`config.mk`:
```
export PLATFORM = sky130hd
export DESIGN_NAME = resp_mux
export DESIGN_NICKNAME = d
export VERILOG_FILES = /design/src/fabric_pkg.sv /design/src/resp_mux.sv
export SDC_FILE = /design/constraint.sdc
export NUM_CORES = 1
export LEC_CHECK = 0
export BUFFER_PORTS_ARGS = -buffer_cell sky130_fd_sc_hd__buf_2
export CORE_AREA = 2 2 63 65
export CTS_BUF_LIST = sky130_fd_sc_hd__clkbuf_8
export DETAILED_ROUTE_END_ITERATION = 8
export DIE_AREA = 0 0 65 67
export GPL_TIMING_DRIVEN = 0
export PLACE_DENSITY = 0.85
export SLEW_MARGIN = 0
export SYNTH_ARGS = -nofsm -noshare
export SYNTH_HDL_FRONTEND = slang
export SYNTH_SLANG_ARGS = --single-unit
```
`constraint.sdc`:
```
create_clock -name i_clk -period 0.8 [get_ports i_clk]
set_input_delay 0.04 -clock i_clk [delete_from_list [all_inputs] [get_ports i_clk]]
set_output_delay 0.04 -clock i_clk [all_outputs]
set_load 0.005 [all_outputs]
```
`src/fabric_pkg.sv`:
```
// Shared bus types and the address map of the single-master bus fabric

package fabric_pkg;

	// Word address and data word on the shared bus
	typedef logic [31:0] addr_t;
	typedef logic [31:0] data_t;

	// LED bank, also the width of the switch and button inputs
	typedef logic [3:0] led_t;

	//////////////////////////////////////////////////////////////////////
	// Address map, in words
	//////////////////////////////////////////////////////////////////////

	// Board I/O window, eight words
	localparam addr_t IO_BASE = 32'h0000_0100;

	// Single counter word, just past the I/O window
	localparam addr_t CNT_BASE = 32'h0000_0108;

	// RAM base, aligned to the RAM size
	localparam addr_t RAM_BASE = 32'h0000_2000;

	// Register offsets inside the I/O window
	localparam logic [2:0] IO_SW_REG  = 3'd0;
	localparam logic [2:0] IO_LED_REG = 3'd1;
	// Address of the last unmapped access
	localparam logic [2:0] IO_ERR_REG = 3'd2;

endpackage

```
`src/resp_mux.sv`:
```
// Response path back to the master
// Registered ack and read data, plus the delayed bus error pulse

module resp_mux (
	input  logic              i_clk,
	input  logic              i_arst_n,
	input  logic              i_ram_ack,
	input  logic              i_io_ack,
	input  logic              i_cnt_ack,
	input  fabric_pkg::data_t i_ram_data,
	input  fabric_pkg::data_t i_io_data,
	input  fabric_pkg::data_t i_cnt_data,
	input  logic              i_miss_stb,
	output logic              o_ack,
	output logic              o_err,
	output fabric_pkg::data_t o_rdata
);
	import fabric_pkg::*;

	// First stage of the miss pipe, lines up with the slave acks
	logic miss_q;

	//////////////////////////////////////////////////////////////////////
	// Ack and error flops
	//////////////////////////////////////////////////////////////////////
	always_ff @(posedge i_clk or negedge i_arst_n)
	begin
		if (!i_arst_n)
		begin
			o_ack  <= 1'b0;
			miss_q <= 1'b0;
			o_err  <= 1'b0;
		end
		else
		begin
			o_ack  <= i_ram_ack || i_io_ack || i_cnt_ack;
			miss_q <= i_miss_stb;
			// Two clocks after the miss, same slot as an ack
			o_err  <= miss_q;
		end
	end

	// Read data select, RAM first, then I/O, then counter
	always_ff @(posedge i_clk)
	begin
		if (i_ram_ack)
			o_rdata <= i_ram_data;
		else if (i_io_ack)
			o_rdata <= i_io_data;
		else
			o_rdata <= i_cnt_data;
	end

endmodule

```
== After elaboration in Yosys (flattened, before gate mapping) ==
Cells that the tools add are included.

* Bits in registers: 35
* Bits of input ports: 102
* Output and inout port bits: 34
* Word-level logic and storage cells: 8

* Multiplexer cells: 2
* Reduce and logical (&&, ||, !) cells: 2

{| class="wikitable"
|+ Operator list
! operator !! count
|-
| 32-bit two-way mux || 2
|-
| 1-bit logical OR || 2
|}

== Logic depth before layout (Yosys ltp) ==
* Depth in word-level cells: 2
* Gate-level depth with buffers: 4
* Depth with buffers taken out: 2

== Worst setup path after synthesis ==
Ideal clock, no wire load.

* Path type: input-to-reg
* Start point: input i_io_ack
* End point: register o_rdata[22]
* Data arrival time: 0.527 ns
* Required time: 0.672 ns
* Slack: 0.145 ns
* Stages on the path: 4
* Buffers on the path: 2
* Cell sequence: buf_6 -> buf_12 -> mux2i_1 -> o21ai_1

* Cells in the longest elaborated chain, start to end: 2

{| class="wikitable"
|+ RTL lines
! element !! line !! text
|-
| start: declaration || resp_mux.sv:8 || <nowiki>input logic i_io_ack,</nowiki>
|-
| 32-bit two-way mux || resp_mux.sv:48 || <nowiki>else if (i_io_ack)</nowiki>
|-
| 32-bit two-way mux || resp_mux.sv:46 || <nowiki>if (i_ram_ack)</nowiki>
|-
| end signal: assignment || resp_mux.sv:47 || <nowiki>o_rdata <= i_ram_data;</nowiki>
|-
| end signal: assignment || resp_mux.sv:49 || <nowiki>o_rdata <= i_io_data;</nowiki>
|-
| end signal: assignment || resp_mux.sv:51 || <nowiki>o_rdata <= i_cnt_data;</nowiki>
|-
| end: declaration || resp_mux.sv:16 || <nowiki>output fabric_pkg::data_t o_rdata</nowiki>
|}

Every way passes these cells.

== Worst setup path in the final report ==
* Start point: register o_err
* End point: output o_err

{| class="wikitable"
|+ RTL lines
! element !! line !! text
|-
| start: declaration || resp_mux.sv:15 || <nowiki>output logic o_err,</nowiki>
|-
| start signal: assignment || resp_mux.sv:39 || <nowiki>o_err <= miss_q;</nowiki>
|}

No word-level cell between the ends.

==> results.sh <==
export IMPL_post_route_period_util=1.01
export IMPL_critical_path_required_ns=0.76
export IMPL_ys_seq_area_frac=0.501
export IMPL_grt_usage=0.219
export IMPL_period_minus_slack_ns=0.808
export IMPL_grt_overflow=0
export IMPL_drive_gt1_frac=0.472
export IMPL_layout_common_cells="buf_2 (139), dlygate4sd3_1 (34), mux2i_1 (32), nand2_1 (32), dfxtp_1 (32)"
export IMPL_yosysTopAreaCellShare=0.449
export IMPL_finalHoldWorstSlack_ns=-0.0501
export IMPL_detail_route_wl_per_cell_um=12.8
export IMPL_synth_seq_cells=35
export IMPL_post_route_drc_count=0
export IMPL_grt_pass1_vias=1715
export IMPL_place_gp_congestion=0.740
export IMPL_syn_inst=143
export IMPL_cts_resized=0
export IMPL_core_um2=3610
export IMPL_cp_top_family="flip-flops"
export IMPL_hold_class="primary input to register"
export IMPL_rows=22
export IMPL_firstDrtPassIters=4
export IMPL_diodes=0
export IMPL_die_w_um=65
export IMPL_syn2layout_area_growth_pct=81.7
export IMPL_synthesis_area_um2=1430
export IMPL_dp_hpwl_mm=3.13
export IMPL_grt_pass1_wl_mm=7.26
export IMPL_vias_per_cell=4.57
export IMPL_setup_viol=1
export IMPL_worstReg2RegStart="miss_q"
export IMPL_drv_slew=0
export IMPL_synth_area_top_cells="dfxtp_1 (45%), mux2i_1 (22%), o21ai_1 (11%)"
export IMPL_ioPinCount=136
export IMPL_vias=1672
export IMPL_cts_buffers=5
export IMPL_powerDensity_nw_per_um2=1620
export IMPL_cts_root_buf="clkbuf_8"
export IMPL_crit_buf_inv=1
export IMPL_rsz0062_at_grt="yes"
export IMPL_cts_max_level=2
export IMPL_avgSynthCellArea_um2=9.98
export IMPL_max_slew_worst_pin_slew_ns=0.447
export IMPL_yosysTopAreaCell="dfxtp_1"
export IMPL_finClkSkew_ns=0.000305
export IMPL_clk_pin_slew_ns=0.07
export IMPL_ir_worst_vdd_v=0.000987
export IMPL_hold_viol=1
export IMPL_initial_core_util=0.396
export IMPL_status="finished, violations left"
export IMPL_cts_tree="done"
export IMPL_cp_startpoint="o_err"
export IMPL_cts_max_path_buffers=2
export IMPL_dp_cells=324
export IMPL_cts_setup_buffers=0
export IMPL_hp_start="i_cnt_ack"
export IMPL_p_leak_uw=0.00139
export IMPL_grt_antenna_before_repair=0
export IMPL_final_common_cell="buf_2"
export IMPL_critPathKind="register to output pin"
export IMPL_holdBufCountCts=34
export IMPL_cp_cell_sequence="buf_2"
export IMPL_violations="negative hold slack, negative setup slack"
export IMPL_yosysWarningCount=0
export IMPL_synth_cell_type_count=11
export IMPL_max_stage_delay_ns=0.37
export IMPL_clock_sinks=35
export IMPL_port_buffers=133
export IMPL_fmax_ghz=1.24
export IMPL_worst_setup_path_end_kind="output pin"
export IMPL_cpMaxStageDelayCell="dfrtp_1"
export IMPL_relSlewSlack=0.702
export IMPL_grt_max_degree=11
export IMPL_nets=419
export IMPL_pre_cts_ws_ns=0.0383
export IMPL_setup_slack_ns=-0.00791
export IMPL_dieArea_um2=4360
export IMPL_wl_mm=4.68
export IMPL_cp_start_kind="register"
export IMPL_arrival_ns=0.77
export IMPL_cap_viol_max_count=0
export IMPL_fin_cells=366
export IMPL_drt_iter0_markers=75
export IMPL_postRouteAntennaNets=0
export IMPL_synth_fp_nets=245
export IMPL_die_y_um=67
export IMPL_p_total_uw=4190
export IMPL_worstPathMaxFanout=1
export IMPL_clock_latency_ns=0.28
## cells in the mapped netlist
master / instances
buf_12: 3
buf_2: 6
buf_6: 1
clkbuf_1: 1
dfrtp_1: 3
dfxtp_1: 32
mux2i_1: 32
nand2_1: 32
o21ai_0: 2
o21ai_1: 30
or3_1: 1
## per-stage QoR
stage                     setup TNS [ns]  area (um2)  utilization  hold slack (ns)
after floorplan                        0        1430            -           -0.256
after CTS                        -0.0211        2590        0.719          -0.0592
after detailed placement               0        2150        0.597           -0.161
final                           -0.00791        2590        0.719          -0.0501
after global routing             -0.0512        2590        0.719          -0.0604
after global placement                 0        2150        0.597           -0.164
## state kept, by name (all words and copies together) (netlist names)
signal,cells
miss_q,1
o_ack,1
o_rdata,32
o_err,1
## path summary, 6_finish.rpt
kind / to / slack (ns) / cells after the start
min in group asynchronous: miss_q / 0.08 / 2
worst max-delay path: o_err / -0.008 / 1
worst min register to register: o_err / 0.37 / 0
worst max register to register: o_err / 0.32 / 0
max in group asynchronous: o_err / 0.62 / 2
worst min-delay path: o_ack / -0.05 / 2
## final cells by class
cell class                 count  area, um2
timing repair buffer         167       1010
multi-input combinational     97        607
fill                         281       1010
clock inverter                 1       3.75
clock buffer                   7       96.3
tap                           48       60.1
sequential                    35        716
buffer                        11        105
## metal layers
layer  GRT usage  share of wire  up-vias
li1            -              -      834
met1       0.202           0.34      727
met2       0.441           0.55       95
met3      0.0541          0.078       16
met4       0.109          0.028        0
met5           0              0        -
## kinds of logic after synthesis
logic type / after synthesis / synth area share
buffers and inverters: 11 / 0.0736
AOI/OAI and AO/OA: 32 / 0.112
muxes: 32 / 0.224
and+or+nand+nor: 33 / 0.0885
DFF: 35 / 0.501
## power by group
| part | total, uW | switching [uW] | internal (uW) |
|---|---|---|---|
| sequential | 1930 | 29.8 | 1900 |
| combinational | 908 | 363 | 545 |
| clock | 1360 | 586 | 773 |
## repair_timing
item / 4_1_cts / 5_1_grt
gates cloned: 0 / 0
endpoints found under the hold margin: 37 / 1
setup endpoints to repair: 2 / 2
Power figures use the tool's default switching activity.
