[config.mk]
export PLATFORM = sky130hd
export DESIGN_NAME = cycle_counter
export DESIGN_NICKNAME = d
export VERILOG_FILES = /design/src/fabric_pkg.sv /design/src/cycle_counter.sv
export SDC_FILE = /design/constraint.sdc
export NUM_CORES = 1
export LEC_CHECK = 0
export BUFFER_PORTS_ARGS = -buffer_cell sky130_fd_sc_hd__buf_2
export CAP_MARGIN = 20
export CORE_ASPECT_RATIO = 1.25
export CORE_MARGIN = 3
export CORE_UTILIZATION = 56
export DETAILED_ROUTE_END_ITERATION = 6
export GPL_ROUTABILITY_DRIVEN = 0
export PLACE_DENSITY = 0.81
export SLEW_MARGIN = 20
export SYNTH_ARGS = -nofsm -noshare
export SYNTH_HDL_FRONTEND = slang
export SYNTH_SLANG_ARGS = --single-unit
[constraint.sdc]
create_clock -name i_clk -period 5.7 [get_ports i_clk]
set_input_delay 0.285 -clock i_clk [delete_from_list [all_inputs] [get_ports i_clk]]
set_output_delay 0.285 -clock i_clk [all_outputs]
set_load 0.005 [all_outputs]
[src/fabric_pkg.sv]
// Shared bus types and the address map of the single-master bus fabric

package fabric_pkg;

	// Word address and data word on the shared bus
	typedef logic [31:0] addr_t;
	typedef logic [31:0] data_t;

	// LED bank, also the width of the switch and button inputs
	typedef logic [3:0] led_t;

	//////////////////////////////////////////////////////////////////////
	// Address map, in words
	//////////////////////////////////////////////////////////////////////

	// Board I/O window, eight words
	localparam addr_t IO_BASE = 32'h0000_0100;

	// Single counter word, just past the I/O window
	localparam addr_t CNT_BASE = 32'h0000_0108;

	// RAM base, aligned to the RAM size
	localparam addr_t RAM_BASE = 32'h0000_2000;

	// Register offsets inside the I/O window
	localparam logic [2:0] IO_SW_REG  = 3'd0;
	localparam logic [2:0] IO_LED_REG = 3'd1;
	// Address of the last unmapped access
	localparam logic [2:0] IO_ERR_REG = 3'd2;

endpackage

[src/cycle_counter.sv]
// Loadable free-running clock cycle counter slave

module cycle_counter (
	input  logic              i_clk,
	input  logic              i_arst_n,
	input  logic              i_stb,
	input  logic              i_we,
	input  fabric_pkg::data_t i_wdata,
	output logic              o_ack,
	output fabric_pkg::data_t o_rdata
);
	import fabric_pkg::*;

	data_t count;
	data_t count_next;

	// Wraps at 2^32
	assign count_next = count + 32'd1;

	always_ff @(posedge i_clk or negedge i_arst_n)
	begin
		if (!i_arst_n)
		begin
			count <= '0;
			o_ack <= 1'b0;
		end
		else
		begin
			o_ack <= i_stb;
			// Load on write, else count every clock
			if (i_stb && i_we)
				count <= i_wdata;
			else
				count <= count_next;
		end
	end

	// Value the counter takes at the strobe edge
	always_ff @(posedge i_clk)
	begin
		if (i_stb && !i_we)
			o_rdata <= count_next;
	end

endmodule

# ---- Word level (Yosys, flattened, before mapping)
# Index checks and enable logic that the tools add are counted.
dict set report totals {
  out_inout_bits 33
  input_bits 36
  elab_cells 8
  ff_bits 65
}
dict set report classes {
  n_mux 1
  n_reduce_logical 3
  add_sub_neg 1
}
# operator n
set op_table {}
lappend op_table {{32-bit by 1-bit adder with 32-bit output (second input constant)} 1}
lappend op_table {{32-bit two-way mux} 1}
lappend op_table {{1-bit logical AND} 2}
lappend op_table {{1-bit zero test} 1}

# ---- Longest topological paths before layout
dict set report depth {
  depth_word 2
  mapped_depth 6
  mapped_depth_nobuf 5
}

# ---- Worst setup path after synthesis
# OpenSTA, ideal clock, no wires.
dict set report synth_timing {
  path_type {input to register}
  startpoint {in i_we}
  endpoint {reg o_rdata[0] (enable)}
  arrival_ps 1737
  setup_ps 425
  path_stages 1
  setup_slack_ps 3537
  path_cell_list {nor2b_1}
}
dict set report synth_via {
  elab_chain_len 2
}
# element line_no
set synth_rtl {}
lappend synth_rtl {{start: declaration} cycle_counter.sv:7} ;# input logic i_we,
lappend synth_rtl {{1-bit zero test} cycle_counter.sv:41} ;# if (i_stb && !i_we)
lappend synth_rtl {{1-bit logical AND} cycle_counter.sv:41}
lappend synth_rtl {{end signal: assignment} cycle_counter.sv:42} ;# o_rdata <= count_next;
lappend synth_rtl {{end: declaration} cycle_counter.sv:10} ;# output fabric_pkg::data_t o_rdata
# Every way passes these cells.
# A chain may end at the register's enable or synchronous reset.

# ---- Worst setup path in the final report
dict set report layout_timing {
  startpoint {reg count[0]}
  endpoint {reg count[24]}
}
dict set report layout_via {
  elab_chain_len 2
}
# element line_no
set layout_rtl {}
lappend layout_rtl {{start: declaration} cycle_counter.sv:14} ;# data_t count;
lappend layout_rtl {{start signal: assignment} cycle_counter.sv:32} ;# count <= i_wdata;
lappend layout_rtl {{start signal: assignment} cycle_counter.sv:34} ;# count <= count_next;
lappend layout_rtl {{32-bit by 1-bit adder with 32-bit output} cycle_counter.sv:18} ;# assign count_next = count + 32'd1;
lappend layout_rtl {{32-bit two-way mux} cycle_counter.sv:31} ;# if (i_stb && i_we)
# Every way passes these cells.

==> impl_metrics.tcl <==
set metrics [dict create \
    synth_cell_type_count 33 \
    hold_viol 0 \
    drive_gt1_share_pct 32.5 \
    cts_buffer_depth 2 \
    critPathSlowestCell "or4_1" \
    portBuffers 68 \
    cts_sinks 65 \
    powerDensity_mw_per_mm2 375 \
    finClkSkew_ns 0.00846 \
    path_cells "ha_1 -> nand4_1 -> or4_1 -> or4_1 -> a31oi_1" \
    tns_ns 0 \
    cp_data_arrival_time_ns 2.65 \
    synth_compound_area_share_pct 8.34 \
    diodes 0 \
    grt_start_max_net_pins 53 \
    fin_nets 358 \
    seq_area_frac_synth_pct 60.8 \
    synth-xor-area-share_pct 3.28 \
    crit_family "simple AND/OR/NAND/NOR gates" \
    multi_input_comb_area_mm2 0.00109 \
    hold_ws_ns 0.00793 \
    row_count 28 \
    worst_pin_slew_ns 1.07 \
    fmax_mhz 418 \
    relSlewSlack_pct 28.0 \
    required_ns 5.96 \
    p_leak_nw 1.43 \
    muxShareOfSynthArea_pct 4.60 \
    rrSetupSlack_ns 3.30 \
    crit_top_cell "or4_1" \
    cts_setup_buffers 0 \
    hold_path_class "input port to asynchronous set/reset pin" \
    slew_viol_final 0 \
    ys.warnings.count 0 \
    area.growth.synth_to_final_pct 21.3 \
    finalSetupViolCount 0 \
    clk_latency_ns 0.35 \
    routed_wl_mm 6.48 \
    syn_area_mm2 0.00294 \
    syn_inst 253 \
    clk_pin_slew_worst_paths_ns 0.07 \
    first_iter_violations 190 \
    synth.ff_latch_count 65 \
    dpl.hpwl_mm 4.21 \
    synth_top_family_by_area "simple AND/OR/NAND/NOR gates" \
    die_area_mm2 0.00616 \
    syn_avg_cell_area_um2 11.6 \
    vias 2268 \
    fillers 342 \
    period_needed_ns 2.40 \
    hold_buffers 0 \
    fin_crit_sh_pct 42.0 \
    core_area_mm2 0.00490 \
    die_h_um 87.0 \
    grt_pass1_vias 2227 \
    seqCellArea_mm2 0.00179 \
    grt_antenna_before_repair 0 \
    cts-root-buf "clkbuf_8" \
    post_cts_resized 0 \
    firstDrtPassIters 4 \
    endpoint_kind "flop" \
    cap_violations 0 \
    globalRouteTotalUtil_pct 21.9 \
    drc 0 \
    vias_per_cell 5.88 \
    grt_pass1_wl_mm 10.3 \
    slowest_delay_ns 0.65 \
    ir_worst_vdd_v 0.000249 \
    criticalPathCategory "flop to flop" \
    grt_overflow 0 \
    ios 69 \
    die_w_um 70.8 \
    synthAdderAreaFrac_pct 0.426 \
    htreeDepth 3 \
    cts_buffers 9 \
    crit_buf_inv 0 \
    cp-start-kind "flop" \
    routedWlPerCell_um 16.8 \
    drt.antenna.violating_nets 0 \
    synth_simple_gate_area_share_pct 20.2 \
    synth_nets 290 \
    cts_tree "done" \
    start_util_pct 59.9 \
    outcome "finished, final reports clean" \
    rsz0062_at_grt "false" \
    worstPathMaxFanout 12 \
]
## metrics by stage
stage / util (%) / power [mW] / cells / cell area, µm² / setup slack [ns]
after floorplan: - / 0.783 / 253 / 2940 / 3.54
after global placement: 67.6 / 0.857 / 370 / 3320 / 3.45
after detailed placement: 67.6 / 0.864 / 370 / 3320 / 3.36
after CTS: 72.6 / 1.34 / 386 / 3560 / 3.31
after global routing: 72.7 / 1.40 / 386 / 3570 / 3.17
final: 72.7 / 1.34 / 386 / 3570 / 3.30
## worst paths after layout
path / startpoint / endpoint / cells after the start
min: i_arst_n / o_ack$_DFF_PN0_ / 1
min in group i_clk: i_stb / o_ack$_DFF_PN0_ / 1
max reg2reg: count[0]$_DFF_PN0_ / count[24]$_DFF_PN0_ / 5
max in group asynchronous: i_arst_n / count[31]$_DFF_PN0_ / 1
min reg2reg: count[31]$_DFF_PN0_ / count[31]$_DFF_PN0_ / 2
max: count[0]$_DFF_PN0_ / count[24]$_DFF_PN0_ / 5
## kinds of logic (layout without fill, tap and decap cells)
family          Yosys count  in the layout
buf+inv                  17             90
xor+xnor                 11             11
flops                    65             65
fa+ha+maj                 1              1
compound gates           39             39
mux                      12             12
simple gates            108            108
## layout by cell type, fill, tap and decap left out, types with 10 or more instances in the layout
cell and instances:
nor2_1 23, a31oi_1 19, nand2_1 29, edfxtp_1 32, nand4_1 10, mux2_2 12
dfrtp_1 33, buf_2 68
## sequential cells by signal (all words and copies together), names as in the netlist
signal / flops
count: 32
o_ack: 1
o_rdata: 32
## area by class of cell
type | count | share of cell area (%)
flip-flops and latches | 65 | 50.1
well taps | 60 | 2.11
repair buffers | 69 | 9.75
inverters | 5 | 0.526
clock buffers | 9 | 3.47
multi-input cells | 171 | 30.7
clock inverters | 7 | 3.33
## routing by layer
metal | global-route usage, % | part of all wire (%) | up-vias
met2 | 37.5 | 51 | 61
met5 | 0 | 0 | -
met3 | 4.97 | 5.3 | 12
li1 | - | - | 1092
met4 | 11.5 | 2.0 | 0
met1 | 25.6 | 41 | 1103
## cell usage after synthesis
cell	n	area, µm²
dfrtp_1	33	826
edfxtp_1	32	961
nand2_1	30	113
nor2_1	23	86.3
a31oi_1	19	119
mux2_2	12	135
clkbuf_1	10	37.5
nand4_1	10	62.6
nand3_1	9	45.0
o21ai_0	9	45.0
o31ai_1	9	67.6
xor2_1	6	52.6
and4_1	5	43.8
inv_1	5	18.8
nand4b_1	5	43.8
xnor2_1	5	43.8
or4_1	4	30.0
or4_4	4	45.0
and3_1	3	18.8
nor4_1	3	18.8
or3_1	3	18.8
nand3b_1	2	15.0
nor3_1	2	10.0
a21oi_1	1	5.00
a31o_2	1	8.76
and2_1	1	6.26
buf_2	1	5.00
buf_4	1	7.51
ha_1	1	12.5
nand3_2	1	10.0
nand4bb_1	1	11.3
nor2b_1	1	6.26
or4b_1	1	10.0
## where the power goes
| part | switching (mW) | internal (mW) |
|---|---|---|
| Clock | 0.184 | 0.290 |
| Sequential | 0.0634 | 0.578 |
| Combinational | 0.123 | 0.0983 |
| Total | 0.370 | 0.967 |
No activity file was read; power rests on OpenSTA's default activity.
