--- src/fabric_pkg.sv ---
// Shared bus types and the address map of the single-master bus fabric

package fabric_pkg;

	// Word address and data word on the shared bus
	typedef logic [31:0] addr_t;
	typedef logic [31:0] data_t;

	// LED bank, also the width of the switch and button inputs
	typedef logic [3:0] led_t;

	//////////////////////////////////////////////////////////////////////
	// Address map, in words
	//////////////////////////////////////////////////////////////////////

	// Board I/O window, eight words
	localparam addr_t IO_BASE = 32'h0000_0100;

	// Single counter word, just past the I/O window
	localparam addr_t CNT_BASE = 32'h0000_0108;

	// RAM base, aligned to the RAM size
	localparam addr_t RAM_BASE = 32'h0000_2000;

	// Register offsets inside the I/O window
	localparam logic [2:0] IO_SW_REG  = 3'd0;
	localparam logic [2:0] IO_LED_REG = 3'd1;
	// Address of the last unmapped access
	localparam logic [2:0] IO_ERR_REG = 3'd2;

endpackage

--- src/addr_decoder.sv ---
// Address decoder for the bus fabric
// One strobe per slave, plus a miss strobe for unmapped addresses

module addr_decoder #(
	parameter int RAM_AW = 10
) (
	input  logic              i_cyc,
	input  logic              i_stb,
	input  fabric_pkg::addr_t i_addr,
	output logic              o_ram_stb,
	output logic              o_io_stb,
	output logic              o_cnt_stb,
	output logic              o_miss_stb
);
	import fabric_pkg::*;

	logic bus_stb;
	logic ram_hit;
	logic io_hit;
	logic cnt_hit;

	// Strobe only counts inside a cycle
	assign bus_stb = i_cyc && i_stb;

	//////////////////////////////////////////////////////////////////////
	// Region compares
	//////////////////////////////////////////////////////////////////////

	// RAM region of 2^RAM_AW words
	assign ram_hit = (i_addr >> RAM_AW) == (RAM_BASE >> RAM_AW);
	// Eight word I/O window
	assign io_hit = (i_addr >> 3) == (IO_BASE >> 3);
	// Exactly one counter word
	assign cnt_hit = (i_addr == CNT_BASE);

	// Regions are disjoint, so at most one strobe
	assign o_ram_stb = bus_stb && ram_hit;
	assign o_io_stb  = bus_stb && io_hit;
	assign o_cnt_stb = bus_stb && cnt_hit;

	// Nothing matched, answer with a bus error later
	assign o_miss_stb = bus_stb && !(ram_hit || io_hit || cnt_hit);

endmodule

--- config.mk ---
export PLATFORM = sky130hd
export DESIGN_NAME = addr_decoder
export DESIGN_NICKNAME = d
export VERILOG_FILES = /design/src/fabric_pkg.sv /design/src/addr_decoder.sv
export SDC_FILE = /design/constraint.sdc
export NUM_CORES = 1
export LEC_CHECK = 0
export BUFFER_PORTS_ARGS = -buffer_cell sky130_fd_sc_hd__buf_2
export CORE_AREA = 2 2 39 41
export DETAILED_ROUTE_END_ITERATION = 12
export DIE_AREA = 0 0 41 43
export SLEW_MARGIN = 0
export SYNTH_ARGS = -nofsm -noshare
export SYNTH_HDL_FRONTEND = slang
export SYNTH_SLANG_ARGS = --single-unit
export TNS_END_PERCENT = 50
--- constraint.sdc ---
create_clock -name vclk -period 1.3
set_input_delay 0.13 -clock vclk [all_inputs]
set_output_delay 0.13 -clock vclk [all_outputs]
set_load 0.005 [all_outputs]
; Word-level counts from Yosys, hierarchy flattened
; Index checks and enable logic that the tools add are counted.
[word_totals]
wordCells = 11
out_inout_bits = 4
ff_bits = 0
input_bits = 34
[classes]
eq_ne = 3
n_reduce_logical = 8
[op_table]
columns = cell, n
row1 = $eq A32 B9 Y1 const B, 1
row2 = $eq A29 B6 Y1 const B, 1
row3 = $eq A22 B4 Y1 const B, 1
row4 = $logic_and A1 B1 Y1, 5
row5 = $logic_or A1 B1 Y1, 2
row6 = $logic_not A1 Y1, 1

; Logic depth before layout (Yosys ltp)
; Gate-level depths: netlist of the first run.
[depth]
ltp_word = 5
mapped_depth = 3
mapped_depth_nobuf = 3

; Worst setup path before layout of the first run
; Ideal clock, no wire load.
[synth_timing]
path_type = input port to output port
startpoint = in i_addr[22]
endpoint = out o_miss_stb
n_path_buf = 0
arrival_ns = 0.904
required_ns = 1.170
cell_stages = 3
setup_slack_ns = 0.266
path_cell_list = nor4_2 nand4_1 o311a_1
[synth_via]
elab_chain_len = 5
word_cells_on_any_way = 7
cone_classes = 3 x eq/ne / 4 x reduce/logical
[synth_rtl]
columns = element, line
row1 = from (decl), addr_decoder.sv:9  ; input fabric_pkg::addr_t i_addr,
row2 = $eq A29 B6 Y1 or $eq A22 B4 Y1 (tied branches), "addr_decoder.sv:32, addr_decoder.sv:30"
row3 = $logic_or A1 B1 Y1, addr_decoder.sv:42  ; assign o_miss_stb = bus_stb && !(ram_hit || io_hit || cnt_hit);
row4 = $logic_or A1 B1 Y1 *, addr_decoder.sv:42
row5 = $logic_not A1 Y1 *, addr_decoder.sv:42
row6 = $logic_and A1 B1 Y1 *, addr_decoder.sv:42
row7 = to (decl), addr_decoder.sv:13  ; output logic o_miss_stb
; Mark *: on every way between the ends. The rest lies on a longest branch, timed or not.

; Worst setup path in the final report of the first run
[layout_timing]
startpoint = in i_addr[20]
endpoint = out o_miss_stb
; Same word-level chain as after synthesis.

==> flow_metrics.env, run 1 <==
export IMPL_synth_cells=21
export IMPL_grt_pass1_wl_um=938
export IMPL_syn_num_nets=55
export IMPL_syn2layout_area_growth_pct=187
export IMPL_max_freq_mhz=789
export IMPL_num_vias=340
export IMPL_regArea_sq_um=0
export IMPL_startpoint="i_addr[20]"
export IMPL_final_nets=95
export IMPL_initial_utilization=0.111
export IMPL_avgSynthCellArea_sq_um=7.33
export IMPL_finalHoldViolCount=0
export IMPL_coreArea_sq_um=1380
export IMPL_critPathLaunchType="input pin"
export IMPL_slew_violations=0
export IMPL_drive_gt1_frac=0.746
export IMPL_setup_violations=0
export IMPL_grt_pass1_vias=259
export IMPL_comb_power_share=1.000
export IMPL_swShare=0.391
export IMPL_diodes=0
export IMPL_grt_overflow=0
export IMPL_clockBufferCount=0
export IMPL_antenna_left=0
export IMPL_synth_top_family_by_area="simple AND/OR/NAND/NOR gates"
export IMPL_clkPwrFrac=0
export IMPL_seq_cells=0
export IMPL_synth_compound_area_frac=0.154
export IMPL_synth_cell_types=14
export IMPL_hold_path_class="input pin to primary output"
export IMPL_p_leak_nw=0.202
export IMPL_fin_area_sq_um=442
export IMPL_p_sw_mw=0.0386
export IMPL_power_density_nw_per_um2=223
export IMPL_crit_arrival_ns=1.14
export IMPL_dieHeight_um=43
export IMPL_grt_usage=0.0709
export IMPL_grt_setup_unrepaired="yes"
export IMPL_synth_area_leaders="nor4_2, nor4_1, nor4b_2"
export IMPL_row_count=14
export IMPL_yosysTopAreaCellShare=0.244
export IMPL_required_ns=1.17
export IMPL_cap_violations=0
export IMPL_yosysSeqAreaShare=0
export IMPL_fin_crit_sh=0.975
export IMPL_avgViaCountPerCell=4.53
export IMPL_netlist_area_sq_um=154
export IMPL_synth_top_area_cell="nor4_2"
export IMPL_die_w_um=41
export IMPL_status="finished clean"
export IMPL_antenna_found_initial=0
export IMPL_nFillCells=158
export IMPL_first_pass_iters=4
export IMPL_multi_input_area_sq_um=196
export IMPL_maxSlewHeadroom=0.817
export IMPL_place_area_sq_um=364
export IMPL_fin_util=0.319
export IMPL_gp_congestion=0.598
export IMPL_ys_warn_count=0
export IMPL_wire_per_inst_um=9.11
export IMPL_layout_commonest_cell="buf_2"
export IMPL_grt_max_degree=5
export IMPL_die_area_sq_um=1760
export IMPL_critical_path_max_fanout=4
export IMPL_yosys_mux_area_fraction=0
export IMPL_place_port_buffers=38
export IMPL_fin_crit_ns=1.27
export IMPL_yosys_area_share_adder=0
export IMPL_power_internal_mw=0.0601
export IMPL_ios=38
export IMPL_crit_path_end_kind="primary output"
export IMPL_wl_um=683
export IMPL_min_from="i_stb"
export IMPL_drtIter0Drc=2
export IMPL_final_cell_mix="buf_2, buf_6, nor4_4, nor4_1, nand2_1"
export IMPL_drc=0
export IMPL_worstSetupPathType="input pin to primary output"
export IMPL_tightest_slew_ns=0.271
export IMPL_postCtsSetupBuffers=0
export IMPL_synth_xor_xnor_area_share=0
export IMPL_synthSimpleGateAreaFrac=0.821
export IMPL_ir_worst_vdd_uv=80.3
export IMPL_p_seq_frac=0
[metrics by stage]
stage | setup slack, ns | TNS (ns) | hold WS (ns) | instances | power, mW
6_report | 0.0328 | 0 | 0.574 | 75 | 0.0987
3_3_place_gp | -0.0304 | -0.0304 | 0.570 | 75 | 0.0729
3_5_place_dp | -0.0583 | -0.0719 | 0.574 | 75 | 0.0747
2_1_floorplan | 0.266 | 0 | 0.335 | 21 | 0.0155
5_1_grt | -0.0667 | -0.0705 | 0.587 | 75 | 0.106
4_1_cts | 0.000925 | 0 | 0.575 | 75 | 0.0886
[power by group through the flow]
stage	clock network, mW	logic, mW	registers (mW)
2_1_floorplan	0	0.0155	0
3_3_place_gp	0	0.0729	0
3_5_place_dp	0	0.0747	0
4_1_cts	0	0.0886	0
5_1_grt	0	0.106	0
6_report	0	0.0987	0
[layer usage]
metal,track usage,part of all wire,vias to the layer above
met5,0,0,-
met4,0,0,0
met3,0.00524,0.14,0
met2,0.141,0.52,26
met1,0.0791,0.34,144
li1,-,-,170
[cell usage after synthesis (all sizes together)]
library cell,n
inv,1
o31ai,1
o311a,1
nand3,1
nand2,2
nor2,1
nand4,1
nor4,7
nor3,2
nor4b,2
a31oi,1
nand3b,1
[worst max-delay path: stages]
cell and delay, ns:
buf_6 0.09, nor4_4 0.25, nand4_1 0.21, o311a_1 0.33, buf_2 0.13
[layout make-up]
| type | count | area share |
|---|---|---|
| inverters | 1 | 0.00850 |
| multi-input cells | 20 | 0.445 |
| well taps | 16 | 0.0453 |
| repair buffers | 38 | 0.501 |
[kinds of logic (layout without fill, tap and decap cells)]
group | after synthesis | count (layout)
compound gates | 3 | 3
buf+inv | 1 | 39
simple gates | 17 | 17
[path summary, 6_finish.rpt]
check	slack, ns	depth (start not counted)	end
worst max-delay path	0.03	5	o_miss_stb
worst min-delay path	0.57	3	o_miss_stb
[what timing repair did]
item	in CTS	in global routing
resized for setup	6	5
hold buffers	0	0
pin swaps	5	2
setup endpoints to repair	3	3
gates cloned	0	0
(Power assumes the default switching activity.)
==> run 2, diff against run 1 <==
Clock period 1.3 ns to 1.4 ns, I/O delays scaled along.
==> run 2 against run 1 <==
  * Count of clock-buffer cells in the layout is the same
  * Via count shrank 1.8%
  * Worst hold slack gained 0.020 ns
  * Global-route usage shrank 0.30 points
  * Flip-flop and latch count is the same
  * Critical path type unchanged
  * Design area shrank 7.9%
  * Critical path depth is the same
  * Combinational power shrank 18%
  * Critical endpoint unchanged
  * Final cell count is the same
  * Total power shrank 18%
  * Setup slack gained 0.040 ns
==> flow_metrics.env, run 2 (same netlist as run 1, synthesis figures left out) <==
export IMPL_multi_input_area_sq_um=168
export IMPL_drtIter0Drc=1
export IMPL_status="finished clean"
export IMPL_antenna_found_initial=0
export IMPL_hold_path_class="input pin to primary output"
export IMPL_syn2layout_area_growth_pct=164
export IMPL_avgViaCountPerCell=4.45
export IMPL_drc=0
export IMPL_gp_congestion=0.598
export IMPL_maxSlewHeadroom=0.791
export IMPL_grt_usage=0.0679
export IMPL_num_vias=334
export IMPL_crit_arrival_ns=1.19
export IMPL_tightest_slew_ns=0.311
export IMPL_wl_um=663
export IMPL_postCtsSetupBuffers=0
export IMPL_grt_pass1_wl_um=903
export IMPL_grt_pass1_vias=254
export IMPL_required_ns=1.26
export IMPL_regArea_sq_um=0
export IMPL_tns_ns=0
export IMPL_p_leak_nw=0.192
export IMPL_ir_worst_vdd_uv=55.5
export IMPL_cts_resized=0
export IMPL_power_density_nw_per_um2=200
export IMPL_diodes=0
export IMPL_slew_violations=0
export IMPL_layout_commonest_cell="buf_2"
export IMPL_max_freq_mhz=753
export IMPL_final_cell_mix="buf_2, nor4_1, buf_6"
export IMPL_pre_cts_slack_ns=0.0217
export IMPL_coreArea_sq_um=1380
export IMPL_cap_violations=0
export IMPL_antenna_left=0
export IMPL_row_count=14
export IMPL_critPathLaunchType="input pin"
export IMPL_layout_setup_ws_ns=0.0728
export IMPL_cts_hold_buffers=0
export IMPL_finalHoldViolCount=0
export IMPL_place_port_buffers=38
export IMPL_drive_gt1_frac=0.712
export IMPL_grt_overflow=0
export IMPL_setup_violations=0
export IMPL_worstSetupPathType="input pin to primary output"
export IMPL_dieHeight_um=43
export IMPL_clockBufferCount=0
export IMPL_seq_cells=0
export IMPL_fin_crit_sh=0.948
export IMPL_grt_setup_unrepaired="no"
export IMPL_nFillCells=160
export IMPL_wire_per_inst_um=8.84
export IMPL_initial_utilization=0.111
export IMPL_crit_path_end_kind="primary output"
export IMPL_grt_max_degree=5
export IMPL_die_w_um=41
export IMPL_first_pass_iters=4
export IMPL_fin_crit_ns=1.33
export IMPL_final_nets=95
export IMPL_critical_path_max_fanout=3
export IMPL_die_area_sq_um=1760
export IMPL_ios=38
==> run 2: report_power, final <==
part           internal (mW)  leakage, nW  switching [mW]
Clock                      0            0               0
Combinational         0.0513        0.192          0.0300
Sequential                 0            0               0
==> run 2: critical path: stages <==
cell and delay [ns]:
buf_2 0.10, nor4b_2 0.34, a31oi_1 0.13, o311a_1 0.34, buf_2 0.13
==> run 2: through the flow <==
step,std cells,hold WS (ns),power [mW],instance area (sq um),utilization
3_3_place_gp,75,0.590,0.0677,364,0.263
3_5_place_dp,75,0.594,0.0693,364,0.263
5_1_grt,75,0.607,0.0888,407,0.294
4_1_cts,75,0.595,0.0694,364,0.263
2_1_floorplan,21,0.355,0.0144,154,-
6_report,75,0.594,0.0813,407,0.294
==> run 2: worst paths after layout <==
| check | start | end | slack [ns] | depth (start not counted) |
|---|---|---|---|---|
| worst min-delay path | i_stb | o_miss_stb | 0.59 | 3 |
| worst max-delay path | i_addr[6] | o_miss_stb | 0.07 | 5 |
==> run 2: layout make-up <==
cell class	count	share of cell area
Inverter	1	0.00923
Multi-Input combinational cell	20	0.412
Timing Repair Buffer	38	0.529
Tap cell	16	0.0492
==> run 2: per-layer routing <==
layer	vias up	GRT usage	wire length, um
met5	-	0	0
met4	0	0	0
met3	0	0.00524	95
met2	24	0.134	336
met1	140	0.0759	231
li1	170	-	-
