## src/fabric_pkg.sv

```systemverilog
// Shared bus types and the address map of the single-master bus fabric

package fabric_pkg;

	// Word address and data word on the shared bus
	typedef logic [31:0] addr_t;
	typedef logic [31:0] data_t;

	// LED bank, also the width of the switch and button inputs
	typedef logic [3:0] led_t;

	//////////////////////////////////////////////////////////////////////
	// Address map, in words
	//////////////////////////////////////////////////////////////////////

	// Board I/O window, eight words
	localparam addr_t IO_BASE = 32'h0000_0100;

	// Single counter word, just past the I/O window
	localparam addr_t CNT_BASE = 32'h0000_0108;

	// RAM base, aligned to the RAM size
	localparam addr_t RAM_BASE = 32'h0000_2000;

	// Register offsets inside the I/O window
	localparam logic [2:0] IO_SW_REG  = 3'd0;
	localparam logic [2:0] IO_LED_REG = 3'd1;
	// Address of the last unmapped access
	localparam logic [2:0] IO_ERR_REG = 3'd2;

endpackage

```

## src/board_io.sv

```systemverilog
// Board I/O slave: switches, buttons, LED register
// Also holds the address of the last unmapped access

module board_io (
	input  logic              i_clk,
	input  logic              i_arst_n,
	input  logic              i_stb,
	input  logic              i_we,
	input  logic [2:0]        i_offset,
	input  fabric_pkg::data_t i_wdata,
	input  fabric_pkg::led_t  i_sw,
	input  fabric_pkg::led_t  i_btn,
	input  logic              i_miss_stb,
	input  fabric_pkg::addr_t i_bus_addr,
	output logic              o_ack,
	output fabric_pkg::data_t o_rdata,
	output fabric_pkg::led_t  o_led
);
	import fabric_pkg::*;

	data_t led_reg;
	addr_t err_addr;

	//////////////////////////////////////////////////////////////////////
	// Control registers
	//////////////////////////////////////////////////////////////////////
	always_ff @(posedge i_clk or negedge i_arst_n)
	begin
		if (!i_arst_n)
		begin
			o_ack    <= 1'b0;
			led_reg  <= '0;
			err_addr <= '0;
		end
		else
		begin
			o_ack <= i_stb;
			if (i_stb && i_we && (i_offset == IO_LED_REG))
				led_reg <= i_wdata;
			// Keep the address behind the latest bus error
			if (i_miss_stb)
				err_addr <= i_bus_addr;
		end
	end

	// LEDs follow the low nibble
	assign o_led = led_reg[3:0];

	//////////////////////////////////////////////////////////////////////
	// Read mux
	//////////////////////////////////////////////////////////////////////
	always_ff @(posedge i_clk)
	begin
		if (i_stb)
		begin
			case (i_offset)
				// Buttons high nibble, switches low nibble
				IO_SW_REG:  o_rdata <= {24'h0, i_btn, i_sw};
				IO_LED_REG: o_rdata <= led_reg;
				IO_ERR_REG: o_rdata <= err_addr;
				// Unused offsets read zero
				default:    o_rdata <= '0;
			endcase
		end
	end

endmodule

```

## config.mk

```make
export PLATFORM = sky130hd
export DESIGN_NAME = board_io
export DESIGN_NICKNAME = d
export VERILOG_FILES = /design/src/fabric_pkg.sv /design/src/board_io.sv
export SDC_FILE = /design/constraint.sdc
export NUM_CORES = 1
export LEC_CHECK = 0
export ABC_CLOCK_PERIOD_IN_PS = 800
export BUFFER_PORTS_ARGS = -buffer_cell sky130_fd_sc_hd__buf_2
export CAP_MARGIN = 20
export CORE_MARGIN = 3
export CORE_UTILIZATION = 25
export DETAILED_ROUTE_END_ITERATION = 7
export GPL_TIMING_DRIVEN = 0
export MAX_ROUTING_LAYER = met4
export PLACE_DENSITY = 0.48
export SLEW_MARGIN = 40
export SYNTH_ARGS = -nofsm -noshare
export SYNTH_HDL_FRONTEND = slang
export SYNTH_SLANG_ARGS = --single-unit
```

## constraint.sdc

```tcl
create_clock -name i_clk -period 0.8 [get_ports i_clk]
set_input_delay 0.04 -clock i_clk [delete_from_list [all_inputs] [get_ports i_clk]]
set_output_delay 0.04 -clock i_clk [all_outputs]
set_load 0.01 [all_outputs]
```

After elaboration in Yosys (flattened, before gate mapping)
Index checks and enable logic that the tools add are counted.
Storage, ports and cells
  register bits: 97
  logic and storage cells: 10
Operators by class
  equality and inequality tests: 2
  mux-type cells: 1
  reductions and logical operators: 3
Operator list (count)
  32-bit one-hot mux with 3 select lines: 1
  3-bit by 1-bit == test with 1-bit output, second input constant: 1
  3-bit by 2-bit == test with 1-bit output, second input constant: 1
  3-bit zero test: 1
  1-bit logical AND: 2

Logic depth before layout (Yosys ltp)
Gate-level depths: netlist of the first run.
  depth in word-level cells: 2
  gate-level depth with buffers: 6
  depth with buffers taken out: 3

Worst setup path before layout of the first run
Ideal clock, no wire load.
  path kind: input-to-reg
  from: input port i_offset[2]
  to: register led_reg[0]
  library setup time: 0.125 ns
  arrival time: 1.176 ns
  data required time: 0.675 ns
  slack: -0.501 ns
  cell stages on the path: 6
  path through: buf_6 nor3b_4 and3_4 buf_12 buf_12 mux2_4
Between the ends
  cells in the longest elaborated chain, start to end: 2
RTL lines
  start, declared: RTL line board_io.sv:9  | input logic [2:0] i_offset,
  3-bit by 1-bit == test with 1-bit output: RTL line board_io.sv:38  | if (i_stb && i_we && (i_offset == IO_LED_REG))
  1-bit logical AND: RTL line board_io.sv:38
  end signal, assigned: RTL line board_io.sv:39  | led_reg <= i_wdata;
  end, declared: RTL line board_io.sv:21  | data_t led_reg;
No other way between the ends.
A chain may end at the register's enable or synchronous reset.

Worst setup path after layout of the first run
  from: input port i_offset[2]
  to: register led_reg[20]
Same word-level chain as after synthesis.

==> results of run 1 <==
[final cells by class]
type	count	area share (%)
Sequential cell	97	42.39
Timing Repair Buffer	191	22.83
Multi-Input combinational cell	124	21.52
Tap cell	211	4.325
Clock buffer	13	3.935
Buffer	20	3.935
Clock inverter	3	1.066
[layer usage]
metal	vias up	share of wire, %	track usage (%)
met5	-	0	-
met4	0	2.2	5.429
met3	14	3.1	2.002
met2	66	50	20.82
met1	1344	45	15.77
li1	1291	-	-
[what timing repair did]
action / CTS / global route
pin swaps: 2 / 5
gates resized for setup: 19 / 12
setup buffers: 9 / 0
setup endpoints to repair: 101 / 103
gates cloned: 1 / 1
hold buffers: 65 / 0
endpoints found under the hold margin: 130 / 0
[kinds of logic (layout without fill, tap and decap cells)]
family          after synthesis  after routing  share of synthesized area, %
flops                        97             97                         63.87
simple gates                 20             20                         3.181
compound gates               32             32                         6.177
mux                          72             72                         22.54
buf+inv                      20            227                         4.231
[synth_stat cells]
master	n	area [sq um]
a21oi_1	8	40.04
a22o_1	24	210.2
and3_4	1	11.26
buf_1	2	7.510
buf_12	4	80.08
buf_2	4	20.02
buf_4	5	37.54
buf_6	1	11.26
clkbuf_1	4	15.01
dfrtp_1	65	1627
edfxtp_1	32	960.9
mux2_1	8	90.09
mux2_2	26	292.8
mux2_4	30	450.4
mux2i_1	8	80.08
nand2_1	8	30.03
nor2b_1	1	6.260
nor3b_2	1	12.51
nor3b_4	1	18.77
or2_0	8	50.05
[power by group]
group / internal (mW) / switching, mW / leakage (nW)
Sequential: 5.81 / 0.338 / 1.11
Combinational: 1.47 / 0.736 / 1.48
Clock: 2.74 / 1.80 / 0.148
[worst paths after layout]
| check | startpoint | end | slack [ns] | depth (start not counted) |
|---|---|---|---|---|
| max in group asynchronous | i_arst_n | err_addr[20]$_DFFE_PN0P_ | 0.16 | 3 |
| max reg2reg | err_addr[1]$_DFFE_PN0P_ | o_rdata[1]$_DFFE_PP_ | -0.18 | 3 |
| min | i_stb | o_ack$_DFF_PN0_ | 0.01 | 1 |
| min in group asynchronous | i_arst_n | led_reg[1]$_DFFE_PN0P_ | 0.15 | 2 |
| max | i_offset[2] | led_reg[20]$_DFFE_PN0P_ | -0.23 | 6 |
| min reg2reg | err_addr[7]$_DFFE_PN0P_ | err_addr[7]$_DFFE_PN0P_ | 0.49 | 1 |
==> out/metrics.cfg, run 1 <==
[timing]
slew_viol_final=0
hold_viol_final=0
finalSetupViolations=101
tns_ns=-12.15
period_minus_slack_ns=1.034
setup_ws_ns=-0.2343
min_period_over_period_pct=129.3
rsz0062_at_grt=yes
fmax_mhz=966.8
worst_pin_slew_ns=0.3810
timing.hold.ws_ns=0.01088
relSlewSlack_pct=74.60
finalClockSkew_ns=0.002561

[placement]
io_buffer_count=114
placed_cells=567
pre_cts_ws_ns=-0.8163
gp_congestion=0.7459
hpwl_mm=6.967
place_area_sq_um=4945

[global_route]
grt_first_pass_wirelength_mm=16.70
grt_usage_pct=12.75
first_global_vias=2973
overflow=0
antenna_found_initial=0
grt_max_degree=36

[final_layout]
final_cell_mix=buf_2, dfrtp_1, dlygate4sd3_1, mux2_4, edfxtp_1
areaGrowthSynthToFinish_pct=50.68
seqCellArea_sq_um=2587
diodes=0
fin_nets=523
multi_input_area_sq_um=1314
fin_util_pct=39.28
design_area_sq_um=6105
n_fill_cell=1501
final_common_cell=buf_2
fin_cells=659
drive_gt1_share_pct=49.33

[routing]
dr.first_iter.drc_count=139
wl_per_cell_um=16.38
via_per_inst=4.120
drc=0
drtPass1Iterations=4
vias=2715
routed_wl_mm=10.80
ant_nets=0

[worst_setup_path]
cp_slowest_stage_delay_ns=0.30
crit_arrival_ns=1.26
cpMaxStageDelayCell=mux2_4
path_max_fanout=10
cp-start-kind=primary input
worst-setup-path-type=in -> reg
cpMostUsedCell=buf_12
worst-path-buf-inv=3
critical-path-top-delay-family=simple AND/OR/NAND/NOR gates
crit_required_ns=1.02
critPathCaptureType=flop
crit_chain=buf_12 -> nor3b_4 -> and3_4 -> buf_12 -> buf_12 -> mux2_4

[floorplanning]
rows=45
die_h_um=133.3
die_w_um=133.3
initial_utilization_pct=26.07
dieArea_sq_um=17770
core_area_sq_um=15540
io_pins=117

[synthesis]
synth_nets=321
synth_cells=241
yosysUniqueCellTypes=20
yosysSeqAreaShare_pct=63.87
yosys_warnings=0
synth.ff_latch_count=97
synth_area_per_cell_sq_um=16.81
syn-cell-area_sq_um=4051

[run]
maxCapViolations=0

[clock_tree]
clock_path_buffers=2
cts-root-buf=clkbuf_16
cts.sinks=97
numCtsBuffers=9
cts_max_level=3
clkSlewWorstSetupHoldPaths_ns=0.06
clk_latency_ns=0.34
cts_tree=built

[power]
peakVddDrop_v=0.0008199
p_leak_nw=2.735
power.total_mw=12.90
p_per_area_nw_per_um2=2113

[status]
violations=negative setup slack
outcome=finished, violations left

[worst_hold_path]
hold_path.class=in -> reg

Power figures use the tool's default switching activity.
==> run 2: changes to the inputs <==
--- a/config.mk
+++ b/config.mk
@@ -5,11 +5,12 @@
 export SDC_FILE = /design/constraint.sdc
 export NUM_CORES = 1
 export LEC_CHECK = 0
-export ABC_CLOCK_PERIOD_IN_PS = 800
+export ABC_CLOCK_PERIOD_IN_PS = 900
 export BUFFER_PORTS_ARGS = -buffer_cell sky130_fd_sc_hd__buf_2
 export CAP_MARGIN = 20
 export CORE_MARGIN = 3
 export CORE_UTILIZATION = 25
+export CTS_BUF_LIST = sky130_fd_sc_hd__clkbuf_4
 export DETAILED_ROUTE_END_ITERATION = 7
 export GPL_TIMING_DRIVEN = 0
 export MAX_ROUTING_LAYER = met4
==> constraint.sdc (replaced) <==
create_clock -name i_clk -period 0.9 [get_ports i_clk]
set_input_delay 0.045 -clock i_clk [delete_from_list [all_inputs] [get_ports i_clk]]
set_output_delay 0.045 -clock i_clk [all_outputs]
set_load 0.01 [all_outputs]
==> out/metrics.cfg, run 2 (synthesized netlist as in run 1, its figures left out) <==
[placement]
placed_cells=567  ; unchanged
io_buffer_count=114  ; unchanged
hpwl_mm=7.087  ; was 6.967 mm
pre_cts_ws_ns=-0.7137  ; was -0.8163 ns
gp_congestion=0.7550  ; was 0.7459

[power]
p_leak_nw=2.635  ; was 2.735 nW
peakVddDrop_v=0.0005462  ; was 0.0008199 V
p_per_area_nw_per_um2=1626  ; was 2113 nW/um^2
power.total_mw=9.556  ; was 12.90 mW

[floorplanning]
die_h_um=133.3  ; unchanged
dieArea_sq_um=17770  ; unchanged
core_area_sq_um=15540  ; unchanged
rows=45  ; unchanged
io_pins=117  ; unchanged
initial_utilization_pct=26.07  ; unchanged
die_w_um=133.3  ; unchanged

[timing]
timing.hold.ws_ns=-0.1038  ; was 0.01088 ns
relSlewSlack_pct=66.87  ; was 74.60%
fmax_mhz=873.1
period_minus_slack_ns=1.145
finalClockSkew_ns=0.01170  ; was 0.002561 ns
setup_ws_ns=-0.2453  ; was -0.2343 ns
rsz0062_at_grt=yes  ; unchanged
hold_viol_final=2  ; was 0
finalSetupViolations=49  ; was 101
worst_pin_slew_ns=0.4970  ; was 0.3810 ns
slew_viol_final=0  ; unchanged
min_period_over_period_pct=127.3

[clock_tree]
clk_latency_ns=0.45  ; was 0.34 ns
cts_tree=built  ; unchanged
clock_path_buffers=2  ; unchanged
cts_max_level=3  ; unchanged
cts-root-buf=clkbuf_4  ; was clkbuf_16
clkSlewWorstSetupHoldPaths_ns=0.14  ; was 0.06 ns
cts.sinks=97  ; unchanged
numCtsBuffers=9  ; unchanged
ctsHoldBuffers=67  ; was 65

[routing]
routed_wl_mm=10.97  ; was 10.80 mm
dr.first_iter.drc_count=85  ; was 139
drc=0  ; unchanged
vias=2742  ; was 2715
wl_per_cell_um=16.57  ; was 16.38 um
drtPass1Iterations=4  ; unchanged
via_per_inst=4.142  ; was 4.120
ant_nets=0  ; unchanged

[worst_setup_path]
worst-setup-path-type=reg -> out  ; was in -> reg
cpMostUsedCell=buf_6  ; was buf_12
cp-start-kind=flop  ; was primary input
worstRegToRegCells=3  ; unchanged
cpMaxStageDelayCell=dfrtp_1  ; was mux2_4
crit_arrival_ns=1.10  ; was 1.26 ns
critPathCaptureType=output pin  ; was flop
crit_chain=buf_6 -> buf_6  ; was buf_12 -> nor3b_4 -> and3_4 -> buf_12 -> buf_12 -> mux2_4
path_max_fanout=2  ; was 10
cp_slowest_stage_delay_ns=0.42  ; was 0.30 ns
crit_required_ns=0.85  ; was 1.02 ns

[final_layout]
final_cell_mix=buf_2, dlygate4sd3_1, dfrtp_1, edfxtp_1, mux2_4  ; was buf_2, dfrtp_1, dlygate4sd3_1, mux2_4, edfxtp_1
n_fill_cell=1520  ; was 1501
fin_util_pct=37.83  ; was 39.28%
areaGrowthSynthToFinish_pct=45.09  ; was 50.68%
drive_gt1_share_pct=49.56  ; was 49.33%
fin_cells=662  ; was 659
fin_nets=525  ; was 523
final_common_cell=buf_2  ; unchanged

[worst_hold_path]
hold_path.class=in -> reg  ; unchanged
min_path_cells=1  ; unchanged

[run]
maxCapViolations=0  ; unchanged

[global_route]
overflow=0  ; unchanged
grt_usage_pct=13.19  ; was 12.75%
first_global_vias=3050  ; was 2973
antenna_found_initial=1  ; was 0
grt_max_degree=36  ; unchanged
grt_first_pass_wirelength_mm=17.09  ; was 16.70 mm

[status]
outcome=finished, violations left  ; unchanged
violations=negative hold slack, negative setup slack  ; was negative setup slack

==> run 2: cell types whose count changed in the layout (fill, tap and decap cells not counted), moves of 5 or more <==
cell,previous run,this run
clkbuf_4,0,14
buf_2,107,112
clkbuf_16,9,0
buf_6,18,12
==> run 2: path summary, 6_finish.rpt <==
path                                    startpoint                  endpoint  slack, ns
setup / recovery            led_reg[0]$_DFFE_PN0P_                  o_led[0]      -0.25
hold / removal                               i_stb           o_ack$_DFF_PN0_      -0.10
setup reg to reg            led_reg[2]$_DFFE_PN0P_    led_reg[2]$_DFFE_PN0P_      -0.12
hold reg to reg            led_reg[26]$_DFFE_PN0P_   led_reg[26]$_DFFE_PN0P_       0.50
max in group asynchronous                 i_arst_n  err_addr[14]$_DFFE_PN0P_       0.38
min in group asynchronous                 i_arst_n   err_addr[1]$_DFFE_PN0P_       0.02
==> run 2: routing by layer <==
layer	track usage (%)	vias to the layer above	wire length [um]
li1	-	1292	-
met1	15.85	1362	4774
met2	21.28	68	5556
met3	3.248	20	382
met4	5.486	0	257
met5	-	-	0
==> run 2: through the flow <==
step,setup TNS [ns],cell area [sq um]
6_report,-6.214,5878
4_1_cts,-8.771,5817
3_3_place_gp,-104.48,4898
5_1_grt,-10.31,5878
2_1_floorplan,-14.71,4064
3_5_place_dp,-45.41,4927
==> run 2: worst max-delay path: cells and delay by family, from the launching register on <==
family                 cells  cell delay (ns)
buffers and inverters      2             0.23
flip-flops                 1             0.42
==> run 2: layout make-up <==
cell class / count / area (sq um) / share of cell area (%)
Antenna cell: 1 / 2.502 / 0.04257
Buffer: 20 / 205.2 / 3.491
Clock buffer: 14 / 105.1 / 1.788
Clock inverter: 2 / 8.758 / 0.1490
Multi-Input combinational cell: 124 / 1316 / 22.39
Sequential cell: 97 / 2587 / 44.02
Tap cell: 211 / 264.0 / 4.491
Timing Repair Buffer: 193 / 1389 / 23.63
==> run 2: power by group <==
| group | total, mW | switching [mW] | leakage, nW | internal, mW |
|---|---|---|---|---|
| logic | 1.99 | 0.676 | 1.46 | 1.31 |
| clock network | 2.11 | 1.40 | 0.0699 | 0.717 |
| registers | 5.45 | 0.298 | 1.11 | 5.15 |
| total | 9.56 | 2.37 | 2.64 | 7.19 |
==> run 2: timing repair <==
action | in CTS | in global routing
pin swaps | 1 | 3
gates resized for setup | 14 | 9
endpoints found under the hold margin | 170 | 40
buffers inserted | 6 | 5
endpoints found under the setup margin | 95 | 68
